[config.mk]
export PLATFORM = sky130hd
export DESIGN_NAME = md_cart_host
export DESIGN_NICKNAME = d
export VERILOG_FILES = /design/src/md_pkg.sv /design/src/dl_bus_if.sv /design/src/header_snoop.sv /design/src/region_ctrl.sv /design/src/bank_mapper.sv /design/src/cheat_loader.sv /design/src/md_cart_host.sv
export SDC_FILE = /design/constraint.sdc
export NUM_CORES = 1
export LEC_CHECK = 0
export BUFFER_PORTS_ARGS = -buffer_cell sky130_fd_sc_hd__buf_2
export CORE_ASPECT_RATIO = 1.2
export CORE_MARGIN = 4
export CORE_UTILIZATION = 54
export DETAILED_ROUTE_END_ITERATION = 8
export GPL_TIMING_DRIVEN = 1
export HOLD_SLACK_MARGIN = 0.15
export PLACE_DENSITY_LB_ADDON = 0.2
export RECOVER_POWER = 25
export SLEW_MARGIN = 10
export SYNTH_ARGS = -nofsm -noshare
export SYNTH_HDL_FRONTEND = slang
export SYNTH_SLANG_ARGS = --single-unit
[constraint.sdc]
create_clock -name clk_sys -period 4.1 [get_ports clk_sys]
set_input_delay 0.82 -clock clk_sys [delete_from_list [all_inputs] [get_ports clk_sys]]
set_output_delay 0.82 -clock clk_sys [all_outputs]
set_load 0.01 [all_outputs]
[src/md_pkg.sv]
// Shared widths, download index codes and cheat-code layout for the cartridge host
package md_pkg;

	//////////////////////////////
	// CPU side
	localparam int CPU_AW  = 23; // Word address, bits 23:1
	localparam int BANK_W  = 5;
	localparam int N_BANKS = 8;  // One per 512 KB window
	localparam int MASK_W  = 11; // ROM size mask, bits 23:13

	//////////////////////////////
	// Host download bus
	localparam int DL_AW    = 25;
	localparam int DL_DW    = 16;
	localparam int DL_IDX_W = 8;

	localparam logic [DL_IDX_W-1:0] IDX_CODE     = '1; // Cheat codes
	localparam logic [5:0]          IDX_ROM_MAX  = 6'd1;
	localparam int                  IDX_CART_BIT = 6;  // Set for a cartridge ROM

	// Region letter in the cartridge header
	localparam logic [DL_AW-1:0] HDR_REGION_ADDR = 25'h1F0;

	//////////////////////////////
	// Cheat code
	// Fields are big endian words as sent by the host
	typedef struct packed {
		logic [31:0] flags;
		logic [31:0] address;
		logic [31:0] compare;
		logic [31:0] replace;
	} cheat_code_t;

	// Loader fills words, consumers read fields
	typedef union packed {
		logic [7:0][15:0] words;
		cheat_code_t      fields;
	} cheat_code_u;

endpackage

[src/dl_bus_if.sv]
// Host download bus between the top level and the download-side blocks
`timescale 1ns/1ps

interface dl_bus_if;
	import md_pkg::*;

	logic                active; // Level for the whole download
	logic [DL_IDX_W-1:0] index;
	logic                wr;     // One-cycle strobe per word
	logic [DL_AW-1:0]    addr;   // Byte address, always even
	logic [DL_DW-1:0]    data;

	// Driven from the top-level ports
	modport source (
		output active, index, wr, addr, data
	);

	// No back-pressure, every strobe is taken in its own cycle
	modport sink (
		input active, index, wr, addr, data
	);

endinterface

[src/header_snoop.sv]
// Classifies ROM downloads and records cartridge mode and ROM size mask
`timescale 1ns/1ps

module header_snoop (
	input  logic                      clk_sys,
	input  logic                      reset,
	dl_bus_if.sink                    dl,
	output logic                      rom_loading,
	output logic                      cart_mode,
	output logic [md_pkg::MASK_W-1:0] rom_mask
);
	import md_pkg::*;

	logic rom_wr;
	logic cart_wr;
	logic addr_zero;

	// Index 0 is a plain ROM, index 1 and the cart bit variants too
	assign rom_loading = dl.active && (dl.index[5:0] <= IDX_ROM_MAX);

	assign rom_wr    = rom_loading && dl.wr;
	assign cart_wr   = rom_wr && dl.index[IDX_CART_BIT];
	assign addr_zero = (dl.addr == '0);

	//////////////////////////////
	// Cartridge mode
	always_ff @(posedge clk_sys) begin
		if (reset) begin
			cart_mode <= 1'b0;
		end else if (rom_wr) begin
			cart_mode <= dl.index[IDX_CART_BIT];
		end
	end

	//////////////////////////////
	// Size mask
	// Highest address bits seen give a power-of-two mask,
	// the first word of a new image starts it over
	always_ff @(posedge clk_sys) begin
		if (reset) begin
			rom_mask <= '0;
		end else if (cart_wr) begin
			if (addr_zero) begin
				rom_mask <= '0;
			end else begin
				rom_mask <= rom_mask | dl.addr[23:13]; // Address bits 23:13
			end
		end
	end

endmodule

[src/region_ctrl.sv]
// Console region select from header or OSD, with a held reset request on change
`timescale 1ns/1ps

module region_ctrl #(
	parameter int REGION_HOLD_W = 16
) (
	input  logic       clk_sys,
	input  logic       reset,
	dl_bus_if.sink     dl,
	input  logic       rom_loading,
	input  logic [1:0] region_opt,  // 0 = auto, else region + 1
	output logic [1:0] region,
	output logic       region_rst
);
	import md_pkg::*;

	logic [1:0]               region_req;
	logic [1:0]               region_new;
	logic                     hdr_region_wr;
	logic                     hold_clr;
	logic [REGION_HOLD_W-1:0] hold_cnt;

	assign hdr_region_wr = rom_loading && dl.wr && (dl.addr == HDR_REGION_ADDR);

	//////////////////////////////
	// Header request
	always_ff @(posedge clk_sys) begin
		if (reset) begin
			region_req <= 2'd0;
		end else if (hdr_region_wr) begin
			case (dl.data[7:0])
				"J":     region_req <= 2'd0; // Japan
				"U":     region_req <= 2'd1; // America
				default: region_req <= 2'd2; // Europe and the rest
			endcase
		end
	end

	// OSD override wins over the header
	assign region_new = (region_opt != 2'd0) ? region_opt - 2'd1 : region_req;
	assign hold_clr   = (region != region_new);

	//////////////////////////////
	// Region and hold counter
	// Counter restarts on every change, reset request stays up until it saturates
	always_ff @(posedge clk_sys) begin
		if (reset) begin
			region     <= 2'd0;
			hold_cnt   <= '0;
			region_rst <= 1'b1;
		end else begin
			region     <= region_new;
			region_rst <= hold_clr || !(&hold_cnt);
			if (hold_clr) begin
				hold_cnt <= '0;
			end else if (!(&hold_cnt)) begin
				hold_cnt <= hold_cnt + 1'b1;
			end
		end
	end

endmodule

[src/bank_mapper.sv]
// Page-register bank mapper translating CPU addresses to masked ROM addresses
`timescale 1ns/1ps

module bank_mapper (
	input  logic                      clk_sys,
	input  logic                      reset,
	input  logic                      rom_loading,
	input  logic [md_pkg::MASK_W-1:0] rom_mask,
	input  logic                      page_ce_n,   // Page-register window select
	input  logic                      cpu_rnw,
	input  logic [md_pkg::CPU_AW-1:0] cpu_addr,    // Bits 23:1
	input  logic [15:0]               cpu_wdata,
	output logic [md_pkg::CPU_AW-1:0] rom_addr     // Bits 23:1
);
	import md_pkg::*;

	logic [BANK_W-1:0] bank_reg [N_BANKS];
	logic              page_ce_q;
	logic              page_fall;
	logic              big_rom;
	logic              page_wr;
	logic [2:0]        reg_sel;
	logic [2:0]        win_sel;

	assign reg_sel = cpu_addr[2:0];   // A3:A1
	assign win_sel = cpu_addr[20:18]; // A21:A19, 512 KB window

	// Mask bits 23:22 set only for images above 4 MB
	assign big_rom = |rom_mask[MASK_W-1 -: 2];

	always_ff @(posedge clk_sys) begin
		if (reset) begin
			page_ce_q <= 1'b1;
		end else begin
			page_ce_q <= page_ce_n;
		end
	end

	assign page_fall = page_ce_q && !page_ce_n;

	// Register 0 is fixed, first window always sees bank 0
	assign page_wr = page_fall && !cpu_rnw && (reg_sel != 3'd0) && big_rom;

	//////////////////////////////
	// Bank registers
	always_ff @(posedge clk_sys) begin
		if (reset || rom_loading) begin
			for (int i = 0; i < N_BANKS; i++) begin
				bank_reg[i] <= BANK_W'(i); // Identity map
			end
		end else if (page_wr) begin
			bank_reg[reg_sel] <= cpu_wdata[BANK_W-1:0];
		end
	end

	//////////////////////////////
	// Address translation
	// Mask covers 23:13, bits below are always passed
	assign rom_addr = {bank_reg[win_sel], cpu_addr[17:0]} & {rom_mask, 12'hFFF};

endmodule

[src/cheat_loader.sv]
// Assembles 128-bit cheat codes from download words and strobes each one out
`timescale 1ns/1ps

module cheat_loader (
	input  logic                clk_sys,
	input  logic                reset,
	dl_bus_if.sink              dl,
	output logic                code_strobe,
	output md_pkg::cheat_code_u code,
	output logic                code_clear   // First word of a new code list
);
	import md_pkg::*;

	logic       code_wr;
	logic [3:0] offset;
	logic [2:0] word_sel;

	assign code_wr = dl.active && (dl.index == IDX_CODE) && dl.wr;
	assign offset  = dl.addr[3:0];

	// Pairs go flags, address, compare, replace, each low word first.
	// Pair p lands in field 3-p, bit 1 picks the half
	assign word_sel = {~offset[3:2], offset[1]};

	assign code_clear = code_wr && (dl.addr == '0);

	//////////////////////////////
	// Word assembly
	always_ff @(posedge clk_sys) begin
		if (code_wr) begin
			code.words[word_sel] <= dl.data;
		end
	end

	// Replace top word completes the code
	always_ff @(posedge clk_sys) begin
		if (reset) begin
			code_strobe <= 1'b0;
		end else begin
			code_strobe <= code_wr && (offset == 4'd14);
		end
	end

endmodule

[src/md_cart_host.sv]
// Cartridge host top level joining download bus, header snoop, region, mapper and cheats
`timescale 1ns/1ps

module md_cart_host #(
	parameter int REGION_HOLD_W = 16
) (
	input  logic                        clk_sys,
	input  logic                        reset,

	// Host download bus
	input  logic                        dl_active,
	input  logic [md_pkg::DL_IDX_W-1:0] dl_index,
	input  logic                        dl_wr,
	input  logic [md_pkg::DL_AW-1:0]    dl_addr,
	input  logic [md_pkg::DL_DW-1:0]    dl_data,

	input  logic [1:0]                  region_opt,

	// CPU page-register window
	input  logic                        page_ce_n,
	input  logic                        cpu_rnw,
	input  logic [md_pkg::CPU_AW-1:0]   cpu_addr,
	input  logic [15:0]                 cpu_wdata,

	output logic [md_pkg::CPU_AW-1:0]   rom_addr,
	output logic                        rom_loading,
	output logic                        cart_mode,
	output logic [1:0]                  region,
	output logic                        region_rst,

	// Cheat codes
	output logic                        code_strobe,
	output logic                        code_clear,
	output logic [31:0]                 code_flags,
	output logic [31:0]                 code_address,
	output logic [31:0]                 code_compare,
	output logic [31:0]                 code_replace
);
	import md_pkg::*;

	logic [MASK_W-1:0] rom_mask;
	cheat_code_u       code;

	dl_bus_if dl ();

	// Plain ports onto the bus, source side
	assign dl.active = dl_active;
	assign dl.index  = dl_index;
	assign dl.wr     = dl_wr;
	assign dl.addr   = dl_addr;
	assign dl.data   = dl_data;

	header_snoop u_header_snoop (
		.clk_sys     (clk_sys),
		.reset       (reset),
		.dl          (dl.sink),
		.rom_loading (rom_loading),
		.cart_mode   (cart_mode),
		.rom_mask    (rom_mask)
	);

	region_ctrl #(
		.REGION_HOLD_W (REGION_HOLD_W)
	) u_region_ctrl (
		.clk_sys     (clk_sys),
		.reset       (reset),
		.dl          (dl.sink),
		.rom_loading (rom_loading),
		.region_opt  (region_opt),
		.region      (region),
		.region_rst  (region_rst)
	);

	bank_mapper u_bank_mapper (
		.clk_sys     (clk_sys),
		.reset       (reset),
		.rom_loading (rom_loading),
		.rom_mask    (rom_mask),
		.page_ce_n   (page_ce_n),
		.cpu_rnw     (cpu_rnw),
		.cpu_addr    (cpu_addr),
		.cpu_wdata   (cpu_wdata),
		.rom_addr    (rom_addr)
	);

	cheat_loader u_cheat_loader (
		.clk_sys     (clk_sys),
		.reset       (reset),
		.dl          (dl.sink),
		.code_strobe (code_strobe),
		.code        (code),
		.code_clear  (code_clear)
	);

	// Field view of the assembled code
	assign code_flags   = code.fields.flags;
	assign code_address = code.fields.address;
	assign code_compare = code.fields.compare;
	assign code_replace = code.fields.replace;

endmodule

==> reports/qor.yml <==
final_cell_area_um2: 9410
path_buf_inv: 2
holdWs_ns: 0.463
finalCriticalPeriod_ns: 2.94
worstSetupStartpointType: "input pin"
path_clk_slew_ns: 0.06
diodes: 0
ys.flop_type: "edfxtp_1"
fp.dieW_um: 116
first_pass_iters: 5
finClkSkew_ns: 0.00392
dieArea_um2: 16000
syn2layout_area_growth_pct: 24.3
relSlewSlack_pct: 32.3
clockBufferDepth: 3
drc: 0
period_share_pct: 71.8
dp_hpwl_um: 12800
synth_edf_count: 168
fillers: 979
cts_root_buffer: "clkbuf_16"
grt_overflow: 0
vdd_drop_max_v: 0.000518
syn_avg_cell_area_um2: 16.4
vias: 4792
placed_cells: 846
grt_pass1_wl_um: 25800
numCtsBuffers: 19
stdcell_count: 879
clk_latency_ns: 0.46
cp_slowest_cell: "mux4_2"
holdBufCountCts: 0
leakagePower_nw: 3.49
ys_warn_count: 0
coreArea_um2: 13800
syn-instance-count: 462
ant_nets: 0
fmax_ghz: 0.340
crit_family: "multiplexers"
cp_data_required_time_ns: 3.28
fin_nets: 793
cpMostUsedCell: "buf_2"
rsz0062_at_grt: "false"
yosysSeqAreaShare_pct: 75.9
grt_pass1_vias: 4625
r2r_slack_ns: 1.98
ys_ff_latch: 203
multi_input_area_um2: 1730
cts.sinks: 203
crit_type: "in -> out"
powerDensity_nw_per_um2: 427
finish.utilization_pct: 68.4
postCtsSetupBuffers: 0
grt_use_total_pct: 21.1
antenna_found_initial: 0
place.gp.congestion: 0.838
critPathMaxFanout: 10
async_flop_share_pct: 0
start_util_pct: 55.0
drv_cap: 0
status: "finished clean"
routed_wl_um: 17300
ys_types: 54
endpoint_kind: "primary output"
drive_above_1_share_pct: 37.1
largest_reg_flops: 128
slowest_delay_ns: 0.57
regArea_um2: 5750
tightest_slew_ns: 1.00
holdCritPathClass: "reg -> reg"
grt_max_degree: 18
crit_chain: "buf_2 -> mux4_2 -> mux2i_1 -> nor2b_1 -> buf_2"
drt_iter0_markers: 304
maxSlewViolCount: 0
wire_per_inst_um: 19.6
ctsHtreeMaxLevel: 1
cts_tree: "yes"
hold_viol: 0
cts_resized: 0
via_per_inst: 5.45
io_buffer_count: 222
setup_tns_ns: 0
place_area_um2: 8850
fp.dieH_um: 138
netlist_area_um2: 7570
ios: 254
setup_violations: 0
fp-row-count: 47
cp.arrival_ns: 2.12
-- path summary, 6_finish.rpt --
| kind | start | endpoint | cells after the start |
|---|---|---|---|
| hold reg to reg | u_header_snoop.rom_mask[7] | u_header_snoop.rom_mask[7] | 2 |
| hold / removal | u_header_snoop.rom_mask[7] | u_header_snoop.rom_mask[7] | 2 |
| setup reg to reg | u_header_snoop.rom_mask[10] | u_bank_mapper.bank_reg[1][2] | 3 |
| setup / recovery | cpu_addr[18] | rom_addr[21] | 5 |
-- per-layer routing --
| metal | GRT usage (%) | vias up | routed length (µm) |
|---|---|---|---|
| li1 | - | 2222 | - |
| met1 | 27.3 | 2326 | 6560 |
| met2 | 37.3 | 225 | 9020 |
| met3 | 3.78 | 19 | 1430 |
| met4 | 4.64 | 0 | 259 |
| met5 | 0 | - | 0 |
-- cell usage after synthesis (2+ instances only) --
library cell  instances  share of area, %
nand3_1               8              0.53
dfxtp_1              35               9.3
xor2_1                2              0.23
nor4bb_1              2              0.26
or2b_1                5              0.50
nand4_1               5              0.41
a21oi_1              18               1.2
nor4_2                2              0.33
nand4_2               2              0.33
nand2_1              16              0.79
nor3b_1               5              0.50
nor2b_1               6              0.50
buf_2                 3              0.20
mux2i_1               9               1.2
buf_4                13               1.3
xnor2_1               5              0.58
edfxtp_1            168                67
mux4_2               10               3.0
and3_1                3              0.25
nor3_1                9              0.59
a211oi_1              4              0.40
nor2_1               29               1.4
nand2b_1             17               1.4
inv_1                 3              0.15
a31oi_1               2              0.17
or3_1                 2              0.17
o21ai_0               3              0.20
o21a_1                2              0.20
nor4_1               14               1.2
and3b_1               3              0.35
and4_1                2              0.23
or2_2                 2              0.17
and2_1               32               2.6
-- logic make-up (layout without fill, tap and decap cells) --
| logic type | count (synthesis) | in the layout | share of synthesized area [%] |
|---|---|---|---|
| AO/OA/AOI/OAI | 38 | 38 | 3.37 |
| XOR/XNOR | 7 | 7 | 0.810 |
| adder cells (fa/ha/maj) | 1 | 1 | 0.165 |
| buffers and inverters | 22 | 264 | 1.80 |
| flip-flops | 203 | 203 | 75.9 |
| multiplexers | 19 | 19 | 4.16 |
| other | 1 | 5 | 0.0495 |
| AND/OR/NAND/NOR | 171 | 171 | 13.7 |
-- area by class of cell --
cell class              count  area share [%]
inverters                   3           0.120
repair buffers            228            12.0
clock inverters             7           0.638
clock buffers              26            5.55
multi-input cells         241            18.4
flip-flops and latches    203            61.1
well taps                 171            2.27
-- worst reg2reg max path: stages, from the launching register on --
cell and delay [ns]:
dfxtp_1 0.36, o211ai_1 0.24, nor4b_1 0.86, nand2b_1 0.35
-- where the power goes --
group | switching [mW] | leakage (nW) | internal, mW | total [mW]
Combinational | 0.0839 | 1.40 | 0.0527 | 0.137
Sequential | 0.00671 | 1.80 | 2.24 | 2.25
Clock | 0.675 | 0.284 | 0.952 | 1.63
-- stage by stage --
stage               setup slack [ns]  power (mW)
finish                          1.16        4.02
global placement                1.15        2.43
global route                    1.06        4.16
detailed placement              1.14        2.43
floorplan                       1.14        2.36
CTS                             1.14        4.05
-- placed cells by master (no fill, tap or decap), types with 3 or more instances in the layout --
cell type and instances:
buf_2 204, edfxtp_1 168, dfxtp_1 35, and2_1 32, nor2_1 29, clkbuf_1 24
clkbuf_16 19, a21oi_1 18, nand2b_1 17, nand2_1 16, nor4_1 14, mux4_2 10
mux2i_1 9, nor3_1 8, nand3_1 8, nand4_1 5, nor2b_1 5, xnor2_1 5
or2b_1 5, buf_4 5, conb_1 5, a211oi_1 4, nor3b_2 3, and3b_1 3
inv_1 3, and3_1 3, o21ai_0 3, clkinv_2 3
Note: power is estimated with default switching activity, not from simulation.
